**src/design/ip_bridge_pkg.sv**
```systemverilog
package ip_bridge_pkg;

    // IP header fields used on transmit.
    localparam logic [15:0] IP_HDR_BYTES = 16'd20;
    localparam logic [7:0]  IP_TTL       = 8'd64;
    localparam logic [7:0]  IP_PROTO     = 8'd17; // UDP.

    localparam int FIFO_AW    = 11;
    localparam int FIFO_DEPTH = 1 << FIFO_AW;

    localparam int NUM_TOPICS = 8; // Also the width of the topic mask.

    // APB register map, byte addresses.
    typedef enum logic [7:0] {
        REG_LOCAL_IP   = 8'h00,
        REG_PEER_IP    = 8'h04,
        REG_TOPIC_MASK = 8'h08,
        REG_FWD_COUNT  = 8'h0C,
        REG_DROP_COUNT = 8'h10
    } reg_addr_e;

    typedef enum logic [2:0] {RX_IDLE, RX_LEN_HI, RX_LEN_LO, RX_DATA, RX_DRAIN} rx_state_e;

    typedef enum logic [2:0] {FLT_LEN_HI, FLT_LEN_LO, FLT_TOPIC, FLT_FWD, FLT_DROP} flt_state_e;

    typedef enum logic [1:0] {TX_LEN_HI, TX_LEN_LO, TX_HDR, TX_DATA} tx_state_e;

endpackage

```
**src/design/ip_tx_pack.sv**
```systemverilog
`timescale 1ns/1ps

module ip_tx_pack (
    input  logic        clk,
    input  logic        rst_n,
    input  logic [7:0]  fifo_dout,
    input  logic        fifo_empty,
    output logic        fifo_rd_en,
    input  logic [31:0] local_ip,
    input  logic [31:0] peer_ip,
    output logic        tx_hdr_valid,
    input  logic        tx_hdr_ready,
    output logic [15:0] tx_ip_length,
    output logic [7:0]  tx_ip_ttl,
    output logic [7:0]  tx_ip_protocol,
    output logic [31:0] tx_ip_source_ip,
    output logic [31:0] tx_ip_dest_ip,
    output logic [7:0]  tx_payload_tdata,
    output logic        tx_payload_tvalid,
    output logic        tx_payload_tlast,
    input  logic        tx_payload_tready
);
    import ip_bridge_pkg::*;

    tx_state_e   state;
    logic [7:0]  len_hi;
    logic [15:0] count; // Payload bytes still to send.
    logic        beat;
    logic        len_rd;

    assign tx_ip_ttl         = IP_TTL;
    assign tx_ip_protocol    = IP_PROTO;
    assign tx_hdr_valid      = (state == TX_HDR);
    assign tx_payload_tvalid = (state == TX_DATA) && !fifo_empty;
    assign tx_payload_tdata  = fifo_dout;
    assign tx_payload_tlast  = (state == TX_DATA) && (count == 16'd1);

    assign beat       = tx_payload_tvalid && tx_payload_tready;
    assign len_rd     = (state == TX_LEN_HI || state == TX_LEN_LO) && !fifo_empty;
    assign fifo_rd_en = len_rd || beat;

    // Header fields stay put until the next length prefix is read.
    always_ff @(posedge clk) begin
        if (len_rd && state == TX_LEN_HI) len_hi <= fifo_dout;
        if (len_rd && state == TX_LEN_LO) begin
            tx_ip_length    <= {len_hi, fifo_dout} + IP_HDR_BYTES;
            tx_ip_source_ip <= local_ip;
            tx_ip_dest_ip   <= peer_ip;
        end
    end

    always_ff @(posedge clk or negedge rst_n) begin
        if (!rst_n) begin
            state <= TX_LEN_HI;
            count <= '0;
        end else begin
            case (state)
                TX_LEN_HI: if (len_rd) state <= TX_LEN_LO;
                TX_LEN_LO: begin
                    if (len_rd) begin
                        count <= {len_hi, fifo_dout};
                        state <= TX_HDR;
                    end
                end
                TX_HDR:    if (tx_hdr_ready) state <= TX_DATA;
                default: begin
                    if (beat) begin
                        count <= count - 16'd1;
                        if (tx_payload_tlast) state <= TX_LEN_HI;
                    end
                end
            endcase
        end
    end

endmodule

```
**config.mk**
```make
export PLATFORM = sky130hd
export DESIGN_NAME = ip_tx_pack
export DESIGN_NICKNAME = d
export VERILOG_FILES = /design/src/design/ip_bridge_pkg.sv /design/src/design/ip_tx_pack.sv
export SDC_FILE = /design/constraint.sdc
export NUM_CORES = 1
export LEC_CHECK = 0
export ABC_AREA = 1
export BUFFER_PORTS_ARGS = -buffer_cell sky130_fd_sc_hd__buf_2
export CAP_MARGIN = 15
export CORE_AREA = 2 2 117 119
export CTS_BUF_LIST = sky130_fd_sc_hd__clkbuf_4
export DETAILED_ROUTE_END_ITERATION = 10
export DIE_AREA = 0 0 119 121
export GPL_ROUTABILITY_DRIVEN = 0
export HOLD_SLACK_MARGIN = 0.03
export PLACE_DENSITY = 0.57
export SETUP_SLACK_MARGIN = 0.02
export SLEW_MARGIN = 20
export SYNTH_ARGS = -nofsm -noshare
export SYNTH_HDL_FRONTEND = slang
export SYNTH_SLANG_ARGS = --single-unit
```
**constraint.sdc**
```tcl
create_clock -name clk -period 7 [get_ports clk]
set_input_delay 0.7 -clock clk [delete_from_list [all_inputs] [get_ports clk]]
set_output_delay 0.7 -clock clk [all_outputs]
set_load 0.01 [all_outputs]
```
==> results.txt, run 1 <==
- In this run the mean area of a mapped cell was 12.1 um2.
* Cell Area, Placed: 5440 um2
* Maximum clock insertion buffer count: 2
- Number of cells upsized or downsized after cts: 0
* Post-layout instance area: 5600 um2
- The number of antenna violations at the first check in global routing is 0.
- Register Area: 3090 um2
* Peak supply drop: 224 uV
- For this run, the post-layout net count is 623.
* WL/cell: 13.9 um
- The layout has 1252 filler cells.
- The worst hold path belongs to the class in -> async.
- Required time of the critical path: 6.30 ns
* Maximum number of pins on one net before global-route repair: 81
- Endpoints failing hold: 0
- The share of total power dissipated in combinational logic is 0.324.
* Area added between synthesis and finish: 23.4%
- Net switching power: 0.000674 W
- The first global-routing pass estimated 15.2 mm of wire.
- Total area of multi-input combinational cells: 1130 um2
- Antenna viol nets, final: 0
- Transition at the pin with the smallest max-transition slack: 1.00 ns
- For this configuration, the core starts out at a cell density of 0.347.
* Share of power burned in the clock network: 0.188
* GRT Resource Usage Total: 0.138
- Number of warning messages in the yosys log: 0
- Origin of the worst setup path: state[1]$_DFFE_PN0P_
* Sequential fraction of design power: 0.488
- The die covers 14400 um2.
- Derived from the worst setup path, the maximum achievable clock frequency is 330 MHz.
* TritonCTS clock tree: built
- Synthesis handed over a netlist of 375 instances.
* Register clock-pin slew on the reported worst setup and hold paths: 0.16 ns
- Number of maximum-capacitance violations: 0
- Vias: 3179
* Critical path capture point type: primary output
- Input and output buffers added on the ports amount to 168.
- Number of violations reported at the end of detailed-routing iteration 0: 233
* Startpoint of the worst-slack reg-to-reg timing path: state[1]$_DFFE_PN0P_
- Summing internal, switching and leakage power gives 0.00186 W.
* Final TNS setup: 0 ns
- Average vias per placed instance: 4.42
- I/O pin total: 185
* Slew Limit Fails: 0
* Antenna diode count: 0
- Max-Slew Margin vs Limit: 0.333
- Clock insertion delay at the later pin of the skew report: 0.47 ns
- After clock tree synthesis, the setup repair step added 0 buffers.
* Remaining global-route overflow: 0
* Setup-failing EPs final: 0
* Critical path class: reg -> out
- After legalization and detailed placement, the total HPWL measured 7.66 mm.
- Of the available clock period, the critical path in the final layout requires 0.433.
- The share of the Yosys chip area taken by registers is 0.681.
- The tree built by TritonCTS fans out to 106 sinks.
- After layout, the minimum clock period comes to 3.03 ns.
- Total Routed Length: 10.0 mm
* Post-route DRC violation count: 0
* Cell-internal power: 0.00119 W
* Worst Setup Start Kind: flop
- Hold buffer count at cts: 0
* Buffer cell driving the clock tree root: sky130_fd_sc_hd__clkbuf_4
- Clock skew on the completed layout was measured at 0.0185 ns.
- Prior to clock tree synthesis, the placed netlist has a worst setup slack of 4.04 ns.
* Unrepaired setup endpoints after global routing: false
* Worst-path maximum fanout: 18
* Post-synthesis instance area: 4540 um2
- Switching share of total power: 0.362
- In this run the power density over the cells is 332 nW/um2.
- Number of global-route vias before repair: 2955
* Number of search-and-repair iterations in the first detailed-routing pass: 4
* Number of distinct standard cells referenced by the synthesized netlist: 33
* Number of buffers added by the clock tree synthesis step: 9
- Die width: 119 um
- Crit path arrival time: 2.33 ns
* Final worst slack: 3.97 ns
* Result of the run: complete, no violations
- Number of core rows: 42
- Placeable core region: 13100 um2
- Static Leakage: 2.41 nW
- The die is 121 um tall.
* Number of H-tree levels: 3
* Count of state elements after synthesis: 106
- Proportion of layout cells with a drive suffix above 1: 0.369
power by group through the flow:
stage	Sequential (W)	Combinational, W	Clock (W)
after floorplan	0.000958	0.000409	0
after global placement	0.000922	0.000599	0
after detailed placement	0.000923	0.000609	0
after CTS	0.000909	0.000610	0.000366
after global routing	0.000923	0.000684	0.000389
final	0.000908	0.000604	0.000349
cell families (layout without fill, tap and decap cells):
family,after synthesis,after routing,share of synthesized area
DFF,106,106,0.681
xor gates and xnor gates,11,11,0.0212
buffers and inverters,67,222,0.0840
and+or+nand+nor,141,141,0.140
other,2,16,0.00165
AOI/OAI and AO/OA,41,41,0.0526
adders and majority gates,7,7,0.0193
layout by cell type (no fill, tap or decap), drive strengths merged, types with 3 or more instances in the layout:
cell type	count
inv	39
nor2	37
nand2	68
ha	7
nor3	7
o21ai	24
xor2	8
nand3	25
a21oi	13
conb	16
xnor2	3
dfrtp	18
clkbuf	9
buf	169
edfxtp	88
nand4	3
cells in the mapped netlist:
master	n	share of area
sky130_fd_sc_hd__nand2_1	65	0.054
sky130_fd_sc_hd__dfrtp_1	18	0.099
sky130_fd_sc_hd__buf_6	4	0.0099
sky130_fd_sc_hd__ha_1	7	0.019
sky130_fd_sc_hd__nor4_1	1	0.0014
sky130_fd_sc_hd__inv_8	1	0.0025
sky130_fd_sc_hd__conb_1	2	0.0017
sky130_fd_sc_hd__a21boi_1	1	0.0017
sky130_fd_sc_hd__o21ai_0	17	0.019
sky130_fd_sc_hd__o21ai_2	3	0.0058
sky130_fd_sc_hd__buf_4	24	0.040
sky130_fd_sc_hd__nor3_1	6	0.0066
sky130_fd_sc_hd__inv_2	1	0.00083
sky130_fd_sc_hd__nand3_4	1	0.0039
sky130_fd_sc_hd__o22ai_1	2	0.0028
sky130_fd_sc_hd__nand3_2	1	0.0022
sky130_fd_sc_hd__nand2_2	2	0.0028
sky130_fd_sc_hd__a21oi_4	1	0.0036
sky130_fd_sc_hd__nor2_4	3	0.0074
sky130_fd_sc_hd__o211ai_1	1	0.0017
sky130_fd_sc_hd__xor2_1	8	0.015
sky130_fd_sc_hd__xnor2_1	3	0.0058
sky130_fd_sc_hd__edfxtp_1	88	0.58
sky130_fd_sc_hd__inv_1	35	0.029
sky130_fd_sc_hd__nand4_1	3	0.0041
sky130_fd_sc_hd__o21ai_1	4	0.0044
sky130_fd_sc_hd__nor3_2	1	0.0022
sky130_fd_sc_hd__nor2_1	34	0.028
sky130_fd_sc_hd__buf_2	2	0.0022
sky130_fd_sc_hd__nand3_1	23	0.025
sky130_fd_sc_hd__a21oi_1	11	0.012
sky130_fd_sc_hd__nand2_4	1	0.0025
sky130_fd_sc_hd__a21oi_2	1	0.0019
metal layers:
metal  up-vias  part of all wire  global-route usage
met1      1457              0.43               0.175
met5         -                 0                   0
li1       1561                 -                   -
met3         9             0.081              0.0461
met2       152              0.47               0.221
met4         0             0.012              0.0536
layout make-up:
type,instances,share of cell area
Clock inverter,7,0.0179
Sequential cell,106,0.552
Timing Repair Buffer,169,0.151
Clock buffer,9,0.0121
Multi-Input combinational cell,216,0.201
Tap cell,176,0.0393
Inverter,37,0.0261
worst max-delay path, cell delays in order (launching register included):
cell and delay (ns):
sky130_fd_sc_hd__dfrtp_1 0.44, sky130_fd_sc_hd__inv_1 0.08, sky130_fd_sc_hd__ha_1 0.74, sky130_fd_sc_hd__o21ai_0 0.36, sky130_fd_sc_hd__nand2_1 0.12, sky130_fd_sc_hd__buf_2 0.13
stage by stage:
stage                     hold slack, ns   util  cells
after global routing               0.127  0.428    720
after CTS                          0.114  0.428    720
after floorplan                    0.404      -    389
after detailed placement           0.506  0.415    704
final                              0.142  0.428    720
after global placement             0.496  0.415    704
flip-flops by register name (all words and copies together), names as in the netlist:
register         count
count               16
tx_ip_source_ip     32
state                2
tx_ip_dest_ip       32
len_hi               8
tx_ip_length        16
final timing paths:
path | end | slack (ns) | cells after the start
hold reg to reg | count[15]$_DFFE_PN0P_ | 0.54 | 2
setup / recovery | fifo_rd_en | 3.97 | 5
min in group clk | tx_ip_source_ip[2]$_DFFE_PP_ | 0.39 | 1
setup reg to reg | tx_ip_dest_ip[6]$_DFFE_PP_ | 4.04 | 5
max in group asynchronous | count[10]$_DFFE_PN0P_ | 6.54 | 1
hold / removal | count[4]$_DFFE_PN0P_ | 0.14 | 1
No activity file was read; power rests on OpenSTA's default activity.
==> run 2: changes to the inputs <==
clock period = 3 ns   (was 7 ns; I/O delays follow)
==> results.txt, run 2 (synthesis results as in run 1) <==
- Result of the run: complete, no violations
* WP buf/inv: 2
- Number of antenna violations at the first check in global routing: 0
* Minimum setup slack among reg-to-reg paths: 0.89 ns
- Maximum number of pins on one net before global-route repair: 81
- Area added between synthesis and finish: 38.5%
* Cell Area, Placed: 5460 um2
* Buffer cell driving the clock tree root: sky130_fd_sc_hd__clkbuf_4
* Unrepaired setup endpoints after global routing: false
- Filler Cells Inserted: 1147
* Part of the power in combinational logic: 0.347
* Max-Slew Margin vs Limit: 0.498
- Net switching power: 0.00167 W
* Remaining global-route overflow: 0
- Traced cell by cell, the critical path runs through inv_1 > ha_1 > o21ai_0 > nand2_1 > buf_2.
- Dividing the detail-routed via count by the number of cells gives 4.40.
* Transition at the pin with the smallest max-transition slack: 0.750 ns
- Along the worst path, the maximum fanout reaches 7.
- Leaving out fill and tap cells, the most frequent cell in the layout is sky130_fd_sc_hd__buf_2.
- The worst-case IR drop observed on VDD is 501 uV.
- In the final layout, the multi-input gates occupy 1130 um2.
- Number of maximum-capacitance violations: 0
* Worst slack after detailed placement: 0.911 ns
* Hold wc startpoint: fifo_dout[0]
- 185 I/O pins were placed.
- For this run, the detailed router's first-pass iteration total came to 5.
* Post-CTS setup repair buffer count: 0
* Required time of the critical path: 2.70 ns
- Post-route DRC violation count: 0
- The worst path meets setup with 0.803 ns of slack.
* Origin of the worst setup path: state[1]$_DFFE_PN0P_
- Number of cells upsized or downsized after cts: 0
* Number of core rows: 42
- The H-tree generated during clock tree synthesis spans 3 levels.
* Die boundary height: 121 um
- Post-DP HPWL: 7.87 mm
- Antenna viol nets, final: 0
- Final TNS setup: 0 ns
- The internal portion of the total power is 0.00269 W.
* Hold crit path type: in -> reg
* TritonCTS clock tree: built
- Achievable frequency: 455 MHz
- Switching share of total power: 0.383
- WHS Endpoint: tx_ip_length[0]$_DFFE_PP_
- After clock tree synthesis, the clock-pin slew on the worst setup and hold paths is 0.17 ns.
- Clock latency on the worst-skew pair, taken at its later pin, is 0.48 ns.
- Clock Sinks: 106
- Post-layout instance area: 6290 um2
- The initial utilization of the core area, before any placement, comes to 0.347.
- Number of global-route vias before repair: 3528
- Master of the slowest instance on the critical path: sky130_fd_sc_hd__dfrtp_1
- The setup path with the least slack is of type reg -> out.
- In the layout the commonest cells are 168 x sky130_fd_sc_hd__buf_2, 88 x sky130_fd_sc_hd__edfxtp_1, 68 x sky130_fd_sc_hd__dlygate4sd3_1.
* Die width: 119 um
* Total Routed Length: 11.5 mm
- Kind of cell adding the most delay to the critical path: flip-flops
* Number of violations reported at the end of detailed-routing iteration 0: 263
- NumNets Final: 692
- Total power: 0.00436 W
- In this run the critical register-to-register path is captured at tx_ip_source_ip[26]$_DFFE_PP_.
* Vias: 3468
- Share of power burned in the clock network: 0.166
- In this run the power density over the cells is 694 nW/um2.
- Hold buffer count at cts: 67
* Final cycle utilization of the critical path: 0.732
- During placement, the flow inserted port buffers numbering 168.
* Maximum clock insertion buffer count: 2
- Proportion of layout cells with a drive suffix above 1: 0.331
- Worst Setup Start Kind: flop
- Wire length of the first global-routing pass: 18.0 mm
* Static Leakage: 2.69 nW
* Largest stage delay on the critical path: 0.43 ns
* Fin Clk Skew: 0.0234 ns
- 0 antenna diodes ended up in the layout.
- Sequential fraction of design power: 0.487
- The worst setup path is captured at a primary output.
* R2R cell count: 6
- Endpoints failing hold: 0
* Register Area: 3090 um2
- Across every metal layer, demand over resource in global routing totals 0.162.
- Slew Limit Fails: 0
* Crit path arrival time: 1.90 ns
- Placeable core region: 13100 um2
- The die covers 14400 um2.
- Clock period minus final worst setup slack: 2.20 ns
- Startpoint of the worst-slack reg-to-reg timing path: state[1]$_DFFE_PN0P_
* Setup-failing EPs final: 0
- The number of clock buffers added by TritonCTS is 9.
* Number of cells on the worst hold path: 1
- In the final layout, the registers with the most flip-flops are tx_ip_dest_ip x32, tx_ip_source_ip x32.
* Final Core Density: 0.481
- WL/cell: 14.5 um
## run 2: cell count changes in the layout (fill, tap and decap cells not counted)
cell,previous run,this run
sky130_fd_sc_hd__buf_12,0,1
sky130_fd_sc_hd__bufinv_16,2,0
sky130_fd_sc_hd__clkinv_4,1,2
sky130_fd_sc_hd__inv_6,1,0
sky130_fd_sc_hd__clkinv_8,0,3
sky130_fd_sc_hd__clkinv_1,1,0
sky130_fd_sc_hd__dlygate4sd3_1,0,68
## run 2: worst register-to-register path, cell delays in order (launching register included)
cell and delay [ns]:
sky130_fd_sc_hd__dfrtp_1 0.45, sky130_fd_sc_hd__inv_1 0.09, sky130_fd_sc_hd__ha_1 0.32, sky130_fd_sc_hd__buf_4 0.29, sky130_fd_sc_hd__inv_8 0.11, sky130_fd_sc_hd__nor2_4 0.13
sky130_fd_sc_hd__buf_12 0.31
## run 2: power by group through the flow
stage,Sequential (W),Combinational [W],Clock (W)
2_1_floorplan,0.00221,0.000963,0
3_3_place_gp,0.00215,0.00142,0
3_5_place_dp,0.00215,0.00144,0
4_1_cts,0.00212,0.00151,0.000759
5_1_grt,0.00216,0.00170,0.000813
6_report,0.00212,0.00151,0.000726
## run 2: layout make-up
type,instances,share of cell area
clock inverters,7,0.0135
repair buffers,238,0.246
inverters,37,0.0233
clock buffers,9,0.0107
flip-flops and latches,106,0.492
well taps,176,0.0350
multi-input cells,216,0.179
## run 2: per-stage QoR
| step | cells | hold slack (ns) |
|---|---|---|
| 2_1_floorplan | 389 | 0.00441 |
| 3_5_place_dp | 705 | 0.272 |
| 3_3_place_gp | 705 | 0.269 |
| 5_1_grt | 789 | 0.0301 |
| 4_1_cts | 788 | 0.0302 |
| 6_report | 789 | 0.0584 |
## run 2: metal layers
layer / global-route usage / share of wire
met1: 0.196 / 0.42
met2: 0.276 / 0.47
met3: 0.0484 / 0.083
met4: 0.0558 / 0.019
met5: 0 / 0
## run 2: worst max-delay path by stage
stage	to	slack, ns	cells after the start
floorplan	tx_ip_dest_ip[0]$_DFFE_PP_	0.24	6
global placement	tx_ip_source_ip[2]$_DFFE_PP_	0.95	6
detailed placement	tx_ip_dest_ip[21]$_DFFE_PP_	0.91	6
CTS	tx_payload_tlast	0.74	4
global route	fifo_rd_en	0.62	5
finish	fifo_rd_en	0.80	5
==> run 3: changes to the inputs <==
PLACE_DENSITY = 0.59   (was 0.57)
clock period = 1.8 ns   (was 3 ns; I/O delays follow)
==> results.txt, run 3 (synthesis results as in run 1) <==
* Result of the run: finished, violations left
* Failing checks: setup timing
- The analysis attributes to net switching a power of 0.00307 W.
- TritonCTS created 9 clock buffers.
- Data on the critical path is required at its endpoint by 1.62 ns.
* Cell-internal power: 0.00504 W
- Sequential fraction of design power: 0.442
- Of the cells placed in the final design, the portion with a size suffix greater than 1 is 0.386.
* Remaining global-route overflow: 0
- The worst setup path is captured at a primary output.
- Switching share of total power: 0.378
- Number of global-route vias before repair: 3508
* Crit path arrival time: 1.70 ns
* Hold crit path type: in -> reg
- Timing would allow up to 533 MHz.
* Area added between synthesis and finish: 48.5%
- Count of input and output buffers: 168
* Cell Area, Placed: 5590 um2
- The final route contains 3680 vias.
- STA classifies the critical path startpoint as a flop.
- Die width: 119 um
* Total Routed Length: 12.5 mm
- Clock insertion delay at the later pin of the skew report: 0.48 ns
- Measured along the y axis, the die boundary spans 121 um.
- The critical path is of the reg -> out type.
* Slew Limit Fails: 0
- The routed design could run at a clock period as short as 1.88 ns.
* Antenna viol nets, final: 0
- Minimum setup slack among reg-to-reg paths: 0.03 ns
* TritonCTS clock tree: built
- For this configuration, the core starts out at a cell density of 0.347.
* Met3 usage: 0.0620
* Number of antenna violations at the first check in global routing: 0
* Unrepaired setup endpoints after global routing: true
- Once layout is done, the placed cells without fillers occupy 6750 um2.
* Buffer cell driving the clock tree root: sky130_fd_sc_hd__clkbuf_4
- Post-DP HPWL: 8.45 mm
- Maximum number of pins on one net before global-route repair: 21
* WL/cell: 15.3 um
- I/O pin total: 185
* Final worst slack: -0.0759 ns
* Number of H-tree levels: 3
- Number of search-and-repair iterations in the first detailed-routing pass: 4
- The floorplan has 42 rows.
- In the global route stage, met2 resource usage came out at 0.300.
- Placeable core region: 13100 um2
* GRT Resource Usage Total: 0.170
- Antenna diode count: 0
- Final Core Density: 0.515
- Clock-pin slew was measured on the worst setup and hold paths at 0.17 ns.
- Final cycle utilization of the critical path: 1.04
- Max-cap violations in this run came to 0.
* Part of the power in combinational logic: 0.412
- Share of power burned in the clock network: 0.146
* Pwr dens: 1200 nW/um2
- Clock Sinks: 106
- Met1 Resource Use GR: 0.195
* Largest registers: tx_ip_dest_ip x32, tx_ip_source_ip x32
- In this run the worst path has a maximum fanout of 3.
* Most frequent cells in the layout: 167 x sky130_fd_sc_hd__buf_2, 88 x sky130_fd_sc_hd__edfxtp_1, 73 x sky130_fd_sc_hd__dlygate4sd3_1
- met2 is the most crowded layer.
- On the final layout, the worst clock skew is 0.0166 ns.
- In this run the static leakage power is 2.87 nW.
- Endpoints failing hold: 0
- After the first detailed-routing iteration, the DRC count stood at 308.
* Average vias per placed instance: 4.49
- Most common library cell in the layout ignoring fill and taps: sky130_fd_sc_hd__buf_2
* NumNets Final: 722
* Maximum clock insertion buffer count: 2
- Wire length of the first global-routing pass: 18.6 mm
* Floorplan die area: 14400 um2
- In the routed design, unresolved DRC markers number 0.
* Setup-failing EPs final: 2
* Peak supply drop: 868 uV
[run 3: changes by cell type in the layout (fill, tap and decap cells not counted), moves of 3 or more]
cell / before / now
sky130_fd_sc_hd__o21ai_0: 17 / 14
sky130_fd_sc_hd__ha_1: 7 / 2
sky130_fd_sc_hd__dfrtp_1: 18 / 15
sky130_fd_sc_hd__dfrtp_2: 0 / 3
sky130_fd_sc_hd__ha_4: 0 / 4
sky130_fd_sc_hd__inv_1: 35 / 32
sky130_fd_sc_hd__buf_4: 1 / 15
sky130_fd_sc_hd__nor2_1: 33 / 30
sky130_fd_sc_hd__dlygate4sd3_1: 68 / 73
sky130_fd_sc_hd__buf_6: 0 / 6
sky130_fd_sc_hd__buf_12: 1 / 6
[run 3: timing repair]
action	in CTS	in global routing
setup buffers	3	12
gates resized for setup	12	24
pin swaps	4	13
setup endpoints to repair	2	14
hold buffers	73	0
hold endpoints to repair	97	0
gates cloned	0	1
[run 3: metal layers]
layer	share of wire	up-vias	routed length [um]
met2	0.51	168	6320
met3	0.080	13	1010
met1	0.40	1739	5020
met4	0.013	0	164
li1	-	1760	-
met5	0	-	0
[run 3: per-stage QoR]
step	hold WS (ns)	std cells	power, W	setup TNS, ns	setup slack (ns)
after floorplan	-0.116	389	0.00534	-64.09	-0.801
after CTS	0.0883	806	0.00770	-0.251	-0.152
final	0.130	819	0.00811	-0.112	-0.0759
after global placement	0.160	714	0.00616	0	0.148
after global routing	0.103	819	0.00862	-0.440	-0.225
after detailed placement	0.169	714	0.00623	0	0.105
[run 3: area by class of cell]
class / count / area [um2]
inverter: 37 / 151
fill: 1110 / 6340
clock inverter: 7 / 72.6
timing repair buffer: 268 / 1890
tap: 176 / 220
multi-input combinational: 216 / 1240
clock buffer: 9 / 67.6
sequential: 106 / 3100
[run 3: power groups by stage]
stage	Sequential, W	Combinational [W]	Clock [W]
after detailed placement	0.00359	0.00264	0
after global routing	0.00363	0.00366	0.00133
after global placement	0.00358	0.00259	0
after CTS	0.00356	0.00288	0.00126
after floorplan	0.00369	0.00165	0
final	0.00358	0.00334	0.00118
[run 3: worst paths after layout]
kind,start,endpoint,cells past startpoint
worst max register to register,state[1]$_DFFE_PN0P_,tx_ip_source_ip[16]$_DFFE_PP_,8
worst min-delay path,tx_hdr_ready,state[0]$_DFFE_PN0P_,5
worst max-delay path,count[1]$_DFFE_PN0P_,tx_payload_tlast,5
worst min register to register,count[15]$_DFFE_PN0P_,count[15]$_DFFE_PN0P_,2
max in group asynchronous,rst_n,count[13]$_DFFE_PN0P_,2
min in group asynchronous,rst_n,count[10]$_DFFE_PN0P_,2
[run 3: worst max-delay path, stage by stage (launching register included)]
cell and delay [ns]:
sky130_fd_sc_hd__dfrtp_1 0.42, sky130_fd_sc_hd__inv_2 0.09, sky130_fd_sc_hd__ha_4 0.13, sky130_fd_sc_hd__nand4_1 0.11, sky130_fd_sc_hd__nor4_2 0.28, sky130_fd_sc_hd__buf_2 0.19
